### src/kv_consts.svh
// sizing macros for the key/value lookup table, included by every file that needs a width or depth
`ifndef KV_CONSTS_SVH
`define KV_CONSTS_SVH

// number of table entries, each one a CAM slot with a matching value slot
`define KV_ENTRIES 8
// width of a lookup key
`define KV_KEY_W 12
// width of the value stored with each key
`define KV_VAL_W 16
// entry index width, log2 of KV_ENTRIES
`define KV_ADDR_W 3

`endif

### src/kv_pkg.sv
// shared types for the key/value lookup table, imported by each RTL module that uses them
`include "kv_consts.svh"

package kv_pkg;

  // plain vectors for the widths that carry a meaning
  typedef logic [`KV_KEY_W-1:0] key_t;
  typedef logic [`KV_VAL_W-1:0] val_t;
  typedef logic [`KV_ADDR_W-1:0] addr_t;
  // one extra bit so a full table can report KV_ENTRIES
  typedef logic [`KV_ADDR_W:0] count_t;

  // controller states, a command spends at most one cycle in each of them
  typedef enum logic [1:0] {
    IDLE,
    PROBE_INSERT,
    PROBE_INVAL,
    WRITE
  } ctrl_state_e;

  // CAM write command, set_not_clear low turns the addressed entry invalid
  typedef struct packed {
    logic v;
    logic set_not_clear;
    addr_t addr;
    key_t key;
  } cam_write_s;

  // search result, used for both the match and the empty-entry outputs
  typedef struct packed {
    logic v;
    addr_t addr;
  } cam_result_s;

  // value RAM write, the address is always a CAM entry index
  typedef struct packed {
    logic v;
    addr_t addr;
    val_t value;
  } ram_write_s;

endpackage

### src/kv_cam.sv
// content addressable key store with valid bits, searched every cycle by the lookup controller
`include "kv_consts.svh"

module kv_cam
  import kv_pkg::*;
(
  input  logic        clk_i,
  input  logic        reset_i,
  input  cam_write_s  write_i,
  input  key_t        search_key_i,
  output cam_result_s match_o,
  output cam_result_s empty_o
);

  // stored keys, only meaningful where the matching valid bit is set
  key_t key_mem [`KV_ENTRIES];

  // one valid bit per entry, cleared on reset
  logic [`KV_ENTRIES-1:0] valid_q;

  // per-entry flags that feed the two encoders
  logic [`KV_ENTRIES-1:0] match_vec;
  logic [`KV_ENTRIES-1:0] empty_vec;

  // valid bits follow the set/clear flag of the write port
  always_ff @(posedge clk_i) begin
    if (reset_i) begin
      valid_q <= '0;
    end else if (write_i.v) begin
      valid_q[write_i.addr] <= write_i.set_not_clear;
    end
  end

  // the key is only stored when an entry is being filled
  // a clear leaves the stale key behind, the valid bit masks it
  always_ff @(posedge clk_i) begin
    if (write_i.v && write_i.set_not_clear) begin
      key_mem[write_i.addr] <= write_i.key;
    end
  end

  // compare the search key against every valid entry in parallel
  // an invalid entry never matches and always counts as empty
  always_comb begin
    for (int i = 0; i < `KV_ENTRIES; i++) begin
      match_vec[i] = valid_q[i] && (key_mem[i] == search_key_i);
      empty_vec[i] = ~valid_q[i];
    end
  end

  // the controller never stores a key twice, so at most one bit is set here
  // and the lowest-index pick only matters as a defined tie break
  kv_priority_encode match_pe (
    .vec_i    (match_vec),
    .result_o (match_o)
  );

  // lowest free slot, used by insert when the key is not yet present
  kv_priority_encode empty_pe (
    .vec_i    (empty_vec),
    .result_o (empty_o)
  );

endmodule

### src/kv_ctrl_fsm.sv
// command controller of the lookup table, it probes the CAM and sequences writes and responses
module kv_ctrl_fsm
  import kv_pkg::*;
(
  input  logic        clk_i,
  input  logic        reset_i,
  input  logic        lookup_v_i,
  input  key_t        lookup_key_i,
  input  logic        insert_v_i,
  input  key_t        insert_key_i,
  input  val_t        insert_val_i,
  input  logic        inval_v_i,
  input  key_t        inval_key_i,
  input  cam_result_s match_i,
  input  cam_result_s empty_i,
  input  addr_t       victim_addr_i,
  output key_t        search_key_o,
  output cam_write_s  cam_write_o,
  output ram_write_s  ram_write_o,
  output logic        ram_rd_v_o,
  output addr_t       ram_rd_addr_o,
  output logic        replace_adv_o,
  output logic        inc_o,
  output logic        dec_o,
  output logic        busy_o,
  output logic        resp_v_o,
  output logic        resp_hit_o
);

  ctrl_state_e state_q;
  ctrl_state_e state_n;

  // command payload latched when the command is taken
  key_t key_q;
  val_t val_q;

  // write decision made in the probe state and applied in WRITE
  addr_t wr_addr_q;
  logic  wr_set_q;
  logic  wr_inc_q;
  logic  wr_adv_q;

  // lookup pipeline, first the RAM read stage and then the response stage
  logic  lk_v_q;
  logic  lk_hit_q;
  addr_t rd_addr_q;
  logic  resp_v_q;
  logic  resp_hit_q;

  logic idle;
  logic in_write;
  logic take_inval;
  logic take_insert;
  logic take_lookup;

  assign idle     = (state_q == IDLE);
  assign in_write = (state_q == WRITE);

  // invalidate beats insert and insert beats lookup, the losers are dropped
  assign take_inval  = idle && inval_v_i;
  assign take_insert = idle && insert_v_i && !inval_v_i;
  assign take_lookup = idle && lookup_v_i && !insert_v_i && !inval_v_i;

  // in IDLE the CAM sees the key of whichever command would win this cycle
  always_comb begin
    if (!idle) begin
      search_key_o = key_q;
    end else if (inval_v_i) begin
      search_key_o = inval_key_i;
    end else if (insert_v_i) begin
      search_key_o = insert_key_i;
    end else begin
      search_key_o = lookup_key_i;
    end
  end

  always_comb begin
    state_n = state_q;
    case (state_q)
      IDLE: begin
        if (take_inval) begin
          state_n = PROBE_INVAL;
        end else if (take_insert) begin
          state_n = PROBE_INSERT;
        end
      end
      // an insert always writes, either an update, an empty slot or the victim
      PROBE_INSERT: state_n = WRITE;
      // an invalidate of an absent key ends here with nothing to do
      PROBE_INVAL: state_n = match_i.v ? WRITE : IDLE;
      WRITE: state_n = IDLE;
      default: state_n = IDLE;
    endcase
  end

  always_ff @(posedge clk_i) begin
    if (reset_i) begin
      state_q  <= IDLE;
      lk_v_q   <= 1'b0;
      resp_v_q <= 1'b0;
    end else begin
      state_q  <= state_n;
      lk_v_q   <= take_lookup;
      resp_v_q <= lk_v_q;
    end
  end

  // payload, write decision and lookup data registers
  // each one is only used while the state or a valid bit above marks it live
  always_ff @(posedge clk_i) begin
    if (take_inval) begin
      key_q    <= inval_key_i;
      wr_set_q <= 1'b0;
    end else if (take_insert) begin
      key_q    <= insert_key_i;
      val_q    <= insert_val_i;
      wr_set_q <= 1'b1;
    end
    if (state_q == PROBE_INSERT) begin
      // an existing key is updated in place and leaves the count alone
      if (match_i.v) begin
        wr_addr_q <= match_i.addr;
        wr_inc_q  <= 1'b0;
        wr_adv_q  <= 1'b0;
      end else if (empty_i.v) begin
        wr_addr_q <= empty_i.addr;
        wr_inc_q  <= 1'b1;
        wr_adv_q  <= 1'b0;
      end else begin
        // the table is full, so the round-robin victim is overwritten
        wr_addr_q <= victim_addr_i;
        wr_inc_q  <= 1'b0;
        wr_adv_q  <= 1'b1;
      end
    end else if (state_q == PROBE_INVAL) begin
      wr_addr_q <= match_i.addr;
      wr_inc_q  <= 1'b0;
      wr_adv_q  <= 1'b0;
    end
    // the lookup hit and entry index move on to the RAM read stage
    if (take_lookup) begin
      lk_hit_q  <= match_i.v;
      rd_addr_q <= match_i.addr;
    end
    resp_hit_q <= lk_hit_q;
  end

  // the CAM either fills or clears the target entry
  always_comb begin
    cam_write_o.v             = in_write;
    cam_write_o.set_not_clear = wr_set_q;
    cam_write_o.addr          = wr_addr_q;
    cam_write_o.key           = key_q;
  end

  // only inserts touch the value RAM
  always_comb begin
    ram_write_o.v     = in_write && wr_set_q;
    ram_write_o.addr  = wr_addr_q;
    ram_write_o.value = val_q;
  end

  assign ram_rd_v_o    = lk_v_q;
  assign ram_rd_addr_o = rd_addr_q;

  assign inc_o         = in_write && wr_inc_q;
  assign dec_o         = in_write && !wr_set_q;
  assign replace_adv_o = in_write && wr_adv_q;

  assign busy_o     = !idle;
  assign resp_v_o   = resp_v_q;
  assign resp_hit_o = resp_hit_q;

endmodule

### src/kv_lookup_top.sv
// top level of the key/value lookup table, joining the controller, CAM, value RAM and counter
module kv_lookup_top
  import kv_pkg::*;
(
  input  logic   clk_i,
  input  logic   reset_i,
  input  logic   lookup_v_i,
  input  key_t   lookup_key_i,
  input  logic   insert_v_i,
  input  key_t   insert_key_i,
  input  val_t   insert_val_i,
  input  logic   inval_v_i,
  input  key_t   inval_key_i,
  output logic   busy_o,
  output logic   resp_v_o,
  output logic   resp_hit_o,
  output val_t   resp_val_o,
  output count_t count_o
);

  // CAM side of the controller
  key_t        search_key;
  cam_result_s match;
  cam_result_s empty;
  cam_write_s  cam_write;

  // value RAM side
  ram_write_s ram_write;
  logic       ram_rd_v;
  addr_t      ram_rd_addr;

  // replacement and occupancy
  logic  replace_adv;
  logic  inc;
  logic  dec;
  addr_t victim_addr;

  kv_ctrl_fsm ctrl0 (
    .clk_i         (clk_i),
    .reset_i       (reset_i),
    .lookup_v_i    (lookup_v_i),
    .lookup_key_i  (lookup_key_i),
    .insert_v_i    (insert_v_i),
    .insert_key_i  (insert_key_i),
    .insert_val_i  (insert_val_i),
    .inval_v_i     (inval_v_i),
    .inval_key_i   (inval_key_i),
    .match_i       (match),
    .empty_i       (empty),
    .victim_addr_i (victim_addr),
    .search_key_o  (search_key),
    .cam_write_o   (cam_write),
    .ram_write_o   (ram_write),
    .ram_rd_v_o    (ram_rd_v),
    .ram_rd_addr_o (ram_rd_addr),
    .replace_adv_o (replace_adv),
    .inc_o         (inc),
    .dec_o         (dec),
    .busy_o        (busy_o),
    .resp_v_o      (resp_v_o),
    .resp_hit_o    (resp_hit_o)
  );

  kv_cam cam0 (
    .clk_i        (clk_i),
    .reset_i      (reset_i),
    .write_i      (cam_write),
    .search_key_i (search_key),
    .match_o      (match),
    .empty_o      (empty)
  );

  // the read register lines up with the response stage of the controller
  kv_value_ram ram0 (
    .clk_i     (clk_i),
    .write_i   (ram_write),
    .rd_v_i    (ram_rd_v),
    .rd_addr_i (ram_rd_addr),
    .rd_val_o  (resp_val_o)
  );

  kv_replace_counter repl0 (
    .clk_i         (clk_i),
    .reset_i       (reset_i),
    .replace_adv_i (replace_adv),
    .inc_i         (inc),
    .dec_i         (dec),
    .victim_addr_o (victim_addr),
    .count_o       (count_o)
  );

endmodule

### src/kv_priority_encode.sv
// lowest-set-bit encoder over one bit per table entry, used by the CAM for match and empty search
`include "kv_consts.svh"

module kv_priority_encode
  import kv_pkg::*;
(
  input  logic [`KV_ENTRIES-1:0] vec_i,
  output cam_result_s            result_o
);

  // valid whenever any entry flag is raised
  assign result_o.v = |vec_i;

  // walk from the top index down so the lowest set bit is the last one to win
  // when nothing is set the index stays at zero and only the valid flag tells
  always_comb begin
    result_o.addr = '0;
    for (int i = `KV_ENTRIES - 1; i >= 0; i--) begin
      if (vec_i[i]) begin
        result_o.addr = addr_t'(i);
      end
    end
  end

endmodule

### src/kv_replace_counter.sv
// round-robin victim pointer and occupancy counter, stepped by the controller during writes
`include "kv_consts.svh"

module kv_replace_counter
  import kv_pkg::*;
(
  input  logic   clk_i,
  input  logic   reset_i,
  input  logic   replace_adv_i,
  input  logic   inc_i,
  input  logic   dec_i,
  output addr_t  victim_addr_o,
  output count_t count_o
);

  // highest entry index, the pointer wraps back to zero after it
  localparam addr_t LAST_ADDR = addr_t'(`KV_ENTRIES - 1);

  addr_t  victim_q;
  count_t count_q;

  // the victim only moves when a full table had to evict an entry
  always_ff @(posedge clk_i) begin
    if (reset_i) begin
      victim_q <= '0;
    end else if (replace_adv_i) begin
      if (victim_q == LAST_ADDR) begin
        victim_q <= '0;
      end else begin
        victim_q <= victim_q + addr_t'(1);
      end
    end
  end

  // occupancy follows inserts into empty slots and invalidate hits
  // both pulses together cancel out, though the controller never raises both
  always_ff @(posedge clk_i) begin
    if (reset_i) begin
      count_q <= '0;
    end else begin
      case ({inc_i, dec_i})
        2'b10:   count_q <= count_q + count_t'(1);
        2'b01:   count_q <= count_q - count_t'(1);
        default: count_q <= count_q;
      endcase
    end
  end

  assign victim_addr_o = victim_q;
  assign count_o       = count_q;

endmodule

### src/kv_value_ram.sv
// value storage indexed by CAM entry, written by insert and read for each lookup
`include "kv_consts.svh"

module kv_value_ram
  import kv_pkg::*;
(
  input  logic       clk_i,
  input  ram_write_s write_i,
  input  logic       rd_v_i,
  input  addr_t      rd_addr_i,
  output val_t       rd_val_o
);

  // one value per CAM entry
  // a value only counts while the CAM valid bit of its entry is set
  val_t val_mem [`KV_ENTRIES];

  // read data register, it holds until the next lookup reaches the read stage
  val_t rd_val_q;

  // synchronous write from the controller WRITE state
  always_ff @(posedge clk_i) begin
    if (write_i.v) begin
      val_mem[write_i.addr] <= write_i.value;
    end
  end

  // registered read, only updated on edges that carry a lookup
  always_ff @(posedge clk_i) begin
    if (rd_v_i) begin
      rd_val_q <= val_mem[rd_addr_i];
    end
  end

  assign rd_val_o = rd_val_q;

endmodule

### config.mk
export PLATFORM = sky130hd
export DESIGN_NAME = kv_lookup_top
export DESIGN_NICKNAME = d
export VERILOG_FILES = /design/src/kv_pkg.sv /design/src/kv_cam.sv /design/src/kv_ctrl_fsm.sv /design/src/kv_lookup_top.sv /design/src/kv_priority_encode.sv /design/src/kv_replace_counter.sv /design/src/kv_value_ram.sv
export VERILOG_INCLUDE_DIRS = /design/src /design/src/src
export SDC_FILE = /design/constraint.sdc
export NUM_CORES = 1
export LEC_CHECK = 0
export ABC_AREA = 1
export BUFFER_PORTS_ARGS = -buffer_cell sky130_fd_sc_hd__buf_2
export CAP_MARGIN = 20
export CELL_PAD_IN_SITES_DETAIL_PLACEMENT = 1
export CELL_PAD_IN_SITES_GLOBAL_PLACEMENT = 2
export CORE_UTILIZATION = 42
export CTS_CLUSTER_DIAMETER = 120
export DETAILED_ROUTE_END_ITERATION = 10
export GPL_ROUTABILITY_DRIVEN = 0
export HOLD_SLACK_MARGIN = 0.1
export PLACE_DENSITY_LB_ADDON = 0.12
export SYNTH_ARGS = -nofsm -noshare
export SYNTH_HDL_FRONTEND = slang
export SYNTH_HIERARCHICAL = 1
export SYNTH_SLANG_ARGS = --single-unit
### constraint.sdc
create_clock -name clk_i -period 4.96 [get_ports clk_i]
set_clock_uncertainty 0.15 [all_clocks]
set_input_delay 0.496 -clock clk_i [delete_from_list [all_inputs] [get_ports clk_i]]
set_output_delay 0.496 -clock clk_i [all_outputs]
set_load 0.005 [all_outputs]
Word-level counts from Yosys, hierarchy flattened
Memories as Yosys holds them, arrays and structs flattened. A register that Yosys moved wholly into a read port is not among the register bits.
Cells that the tools add are included.
- bits in registers: 58
- RAM bits: 224
- input port bits: 57
- memories kept: 2
- memory list (memory ; words ; width ; read ports ; clocked after memory_dff ; wr ports ; line ; RTL):
    ram0.val_mem ; 8 ; 16 ; 1 ; 1 ; 1 ; kv_value_ram.sv:16 ; val_t val_mem [`KV_ENTRIES];
    cam0.key_mem ; 8 ; 12 ; 8 ; 0 ; 1 ; kv_cam.sv:16 ; key_t key_mem [`KV_ENTRIES];
- $add $sub $neg: 3
- $lt $le $gt $ge: 2
- equal/unequal tests: 15
- multiplexer cells: 43
- bitwise operators: 9
- reduce and logical (&&, ||, !) cells: 30
- operators by type and width (cell ; count):
    $eq 12x12->1 ; 8
    $mux 3 ; 21
    $mux 12 ; 5
    $logic_and 1x1->1 ; 19
    $reduce_or 8->1 ; 2
    $mux 1 ; 10
    $not 1->1 ; 9
    $bwmux 8 ; 1
    $pmux 2 s4 ; 1
    $pmux 4 s2 ; 1
    $eq 2x2->1 const B ; 3
    $mux 2 ; 3
    $reduce_bool 2->1 ; 3
    $add 4x1->4 const B ; 1
    $eq 2x1->1 const B ; 2
    $logic_not 1->1 ; 4
    $lt 3x4->1 const B ; 1
    $sub 4x1->4 const B ; 1
    $add 3x1->3 const B ; 1
    $demux 1 s3 ; 1
    $eq 3x3->1 const B ; 1
    $ge 3x1->1 const B ; 1
    $ne 3x3->1 const B ; 1
    $logic_not 2->1 ; 1
    $reduce_and 2->1 ; 1

Logic depth before layout (Yosys ltp)
- word-level depth: 15
- gate-level depth with buffers: 25

Hierarchy
The synthesis kept the hierarchy.
- by module, submodules not included (module ; times used ; cells each ; area an instance (um^2) ; sequential area each (um^2)):
    kv_value_ram ; 1 ; 587 ; 6149.6 ; 4324.1
    kv_cam ; 1 ; 513 ; 4874.7 ; 3042.9
    kv_ctrl_fsm ; 1 ; 219 ; 2093.3 ; 1231.2
    kv_replace_counter ; 1 ; 56 ; 402.9 ; 140.1
    kv_priority_encode ; 2 ; 22 ; 98.8 ; 0.0

Worst setup path after synthesis
No wires, ideal clock.
- kind: register -> register
- start: register ctrl0.state_q[1]
- end: register ctrl0.wr_addr_q[0] (data pin)
- library setup time: 0.134 ns
- arrival time: 2.662 ns
- required time: 4.676 ns
- path slack: 2.013 ns
- cell stages (with the launch flop): 21
- path buffers: 1
- period minus slack after synthesis: 2.947 ns
- cells stage by stage: dfxtp_1 inv_1 ha_1 inv_2 nor2_4 o21ai_0 o21ai_0 inv_2 buf_6 nor2_1 nor2_1 nand3_1 nor2_1 or2_1 nor3_2 nand2_1 inv_1 nand2_1 nor2_1 nand2_1 nand3_1
- RTL lines (what ; line ; RTL):
    start, declared ; kv_ctrl_fsm.sv:30 ; ctrl_state_e state_q;
    start signal, assigned ; kv_ctrl_fsm.sv:102 ; state_q <= state_n;
    end signal, assigned ; kv_ctrl_fsm.sv:122 ; wr_addr_q <= match_i.addr;
    end signal, assigned ; kv_ctrl_fsm.sv:126 ; wr_addr_q <= empty_i.addr;
    end signal, assigned ; kv_ctrl_fsm.sv:131 ; wr_addr_q <= victim_addr_i;
    end, declared ; kv_ctrl_fsm.sv:38 ; addr_t wr_addr_q;

==> impl_metrics.toml <==
[outcome]
status = "completed"

[sta]
finalSetupTns_ns = 0
finalHoldViolCount = 0
slew_headroom_pct = 31.7
rsz0062_at_grt = "false"
worst_pin_slew_ns = 1.02
post-route-min-period_ns = 4.07
setup_viol = 0
finalCritPeriodShare_pct = 82.1
slew_viol_final = 0
fmax_mhz = 246

[yosys]
synthFlopType = "edfxtp_1"
synthesis.area_um2 = 13700
synth_top_area_share_pct = 60.6
synth.most_common_cell = "nand2_1"
avgSynthCellArea_um2 = 9.67
ys_top_cells_by_count = "422 x nand2_1, 277 x edfxtp_1, 270 x inv_1, 104 x nor2_1, 100 x nand3_1"
async_reset_ff_share_pct = 0
ys_ff_latch = 298
synth_cell_types = 31
synth_area_leaders = "edfxtp_1 61%, nand2_1 12%, inv_1 7.4%"
synth_cells = 1419
ys_seq_area_share_pct = 63.7
syn_nets = 1485
synth_top_area_cell = "edfxtp_1"
synth_edf_count = 277
ys.warnings.count = 6

[finish]
design_area_um2 = 15700
antennaDiodeCount = 0
fin_nets = 1590
area_growth_pct = 14.8
drive_above_1_share_pct = 11.6

[die]
die_y_um = 183
rows = 65
die-width_um = 183
io_pins = 80
start_util_pct = 43.0
dieArea_um2 = 33400
coreArea_um2 = 31900

[power_and_ir_drop]
clockPowerShare_pct = 41.3
power.switching_uw = 1510
leakagePower_uw = 0.00695
power_frac_seq_pct = 48.4
p_per_area_nw_per_um2 = 384
combPwrFrac_pct = 10.3
peakVddDrop_mv = 0.205
p_sw_share_pct = 25.0
p_int_uw = 4530

[clock_network]
clockBufferDepth = 3
cts.sinks = 298
insertion_delay_ns = 0.52
h-tree-depth = 2
cts_buffers = 35
cts_tree = "built"
cts_root_buf = "clkbuf_16"
clk_pin_slew_ns = 0.06

[routing]
drt-initial-drc-count = 323
drt_first_pass_iters = 4
routedWlPerCell_um = 17.9
drc = 0
num_vias = 9386
totalWireLength_um = 35500
viasPerCell = 4.73
antenna_left = 0

[worst_setup_path]
cp-endpoint = "ctrl0/wr_addr_q[2]"
cp_max_fo = 27
reg2reg_from = "ctrl0/state_q[1]"
reg2regPathDepth = 21
worstSetupStartpoint = "ctrl0/state_q[1]"
rrSetupSlack_ns = 0.89
crit_arrival_ns = 4.17
r2r-end = "ctrl0/wr_addr_q[2]"
required_ns = 5.06
end_kind = "register"
cp-start-kind = "register"
critical_path_class = "reg2reg"

[global_routing]
busiest_layer = "met2"
grt_util_met3_pct = 2.79
grt_pass1_vias = 10100
grt_overflow = 0
grt.total_usage_pct = 21.9
grt_use_met2_pct = 42.0
grt_max_degree = 66
grt_pass1_wl_um = 55300
met1_usage_pct = 25.2
antenna_found_initial = 0

[placement]
placed_area_um2 = 14500
numPortBuffers = 79
dpl.hpwl_um = 24100

[flow_run]
maxCapViolations = 0

[worst_hold_path]
hold_path_class = "in2reg"
-- kinds of logic (layout without fill, tap and decap cells) --
group                      count (synthesis)  after routing  share of synthesized area (%)
AOI/OAI and AO/OA                         99             99                           3.77
xor gates and xnor gates                  34             34                           2.17
adders and majority gates                  9              9                          0.821
buffers and inverters                    330            459                           10.3
DFF                                      298            298                           63.7
and+or+nand+nor                          649            649                           19.3
-- layout by cell type, fill, tap and decap left out --
cell / instances
nor2_2: 2
nand3_2: 1
clkinv_8: 1
xnor2_1: 16
buf_16: 1
o21ai_2: 3
clkinv_2: 4
nor2_1: 104
nor3_1: 1
or2_1: 2
inv_6: 1
dlygate4sd3_1: 16
clkbuf_16: 36
nand3_1: 100
clkbuf_1: 7
nand2_2: 6
inv_2: 11
buf_2: 79
nand2_4: 1
ha_1: 9
a21oi_1: 16
a31oi_1: 2
o21ai_0: 62
edfxtp_1: 277
xor2_1: 18
nand4_1: 2
clkinv_1: 10
nor2_4: 1
buf_4: 19
or2_2: 4
a21oi_2: 2
clkbuf_8: 1
dfxtp_1: 21
bufinv_16: 3
inv_1: 270
o21ai_1: 14
nand2_1: 422
nor3_2: 3
-- flip-flops by register name, summed over array words and instances (netlist names) --
name and cells:
ctrl0/wr_adv_q 1, ctrl0/val_q 16, repl0/count_o 4, ctrl0/state_q 2
ctrl0/wr_addr_q 3, cam0/key_mem 96, ctrl0/lk_hit_q 1, ctrl0/ram_rd_addr_o 3
cam0/valid_q 8, ram0/val_mem 128, ctrl0/resp_hit_o 1, ctrl0/key_q 12
ram0/rd_val_o 16, ctrl0/wr_set_q 1, repl0/victim_addr_o 3, ctrl0/ram_rd_v_o 1
ctrl0/wr_inc_q 1, ctrl0/resp_v_o 1
-- per-layer routing --
layer	wire, um	vias to the layer above
met5	0	-
met4	904	0
met3	983	56
met2	18900	152
met1	14600	4499
li1	-	4679
-- power by group through the flow --
stage	logic (uW)	clock network (uW)	registers (uW)
global route	704	2630	2930
detailed placement	622	0	2980
global placement	609	0	2970
finish	624	2490	2920
CTS	636	2540	2920
floorplan	441	0	2930
-- through the flow --
step           setup slack [ns]  power, uW  instances  hold WS [ns]  util [%]
6_report                  0.889       6040       1983         0.122      49.4
5_1_grt                   0.498       6260       1983         0.139      49.4
4_1_cts                   0.829       6100       1983         0.107      49.4
3_5_place_dp              0.852       3600       1906         0.232      45.4
3_3_place_gp               1.01       3580       1905         0.245      45.3
2_1_floorplan              2.01       3370       1419         0.173         -
-- cell type report --
| class | count | area (um^2) |
|---|---|---|
| Fill cell | 3637 | 16100 |
| Sequential cell | 298 | 8740 |
| Multi-Input combinational cell | 791 | 3570 |
| Inverter | 283 | 1060 |
| Clock buffer | 44 | 941 |
| Timing Repair Buffer | 115 | 726 |
| Tap cell | 435 | 544 |
| Clock inverter | 17 | 165 |
-- worst min path at each step --
stage / from / endpoint / slack [ns] / depth (start not counted)
floorplan: ctrl0/lk_hit_q / ctrl0/resp_hit_o / 0.17 / 0
global placement: ctrl0/lk_hit_q / ctrl0/resp_hit_o / 0.24 / 0
detailed placement: ctrl0/lk_hit_q / ctrl0/resp_hit_o / 0.23 / 0
CTS: insert_key_i[8] / ctrl0/key_q[8] / 0.11 / 3
global route: insert_key_i[2] / ctrl0/key_q[2] / 0.14 / 3
finish: insert_key_i[8] / ctrl0/key_q[8] / 0.12 / 3
-- what timing repair did --
action / 4_1_cts / 5_1_grt
endpoints found under the hold margin: 16 / 0
hold buffers: 16 / 0
gates resized for setup: 0 / 0
setup buffers: 0 / 0
-- critical path, cell delays in order, from the launching register on --
cell and delay (ns):
dfxtp_1 0.34, inv_1 0.14, ha_1 0.24, nand2_2 0.28, inv_1 0.32, nand2_1 0.10
nand3_1 0.57, inv_1 0.09, nand2_1 0.08, o21ai_0 0.08, nor2_1 0.21, nand3_1 0.17
nor2_1 0.20, inv_1 0.08, nand4_1 0.11, inv_1 0.05, nand2_1 0.17, inv_1 0.06
nand2_1 0.13, nor2_1 0.10, nand2_1 0.06, nand3_1 0.07
No activity file was read; power rests on OpenSTA's default activity.
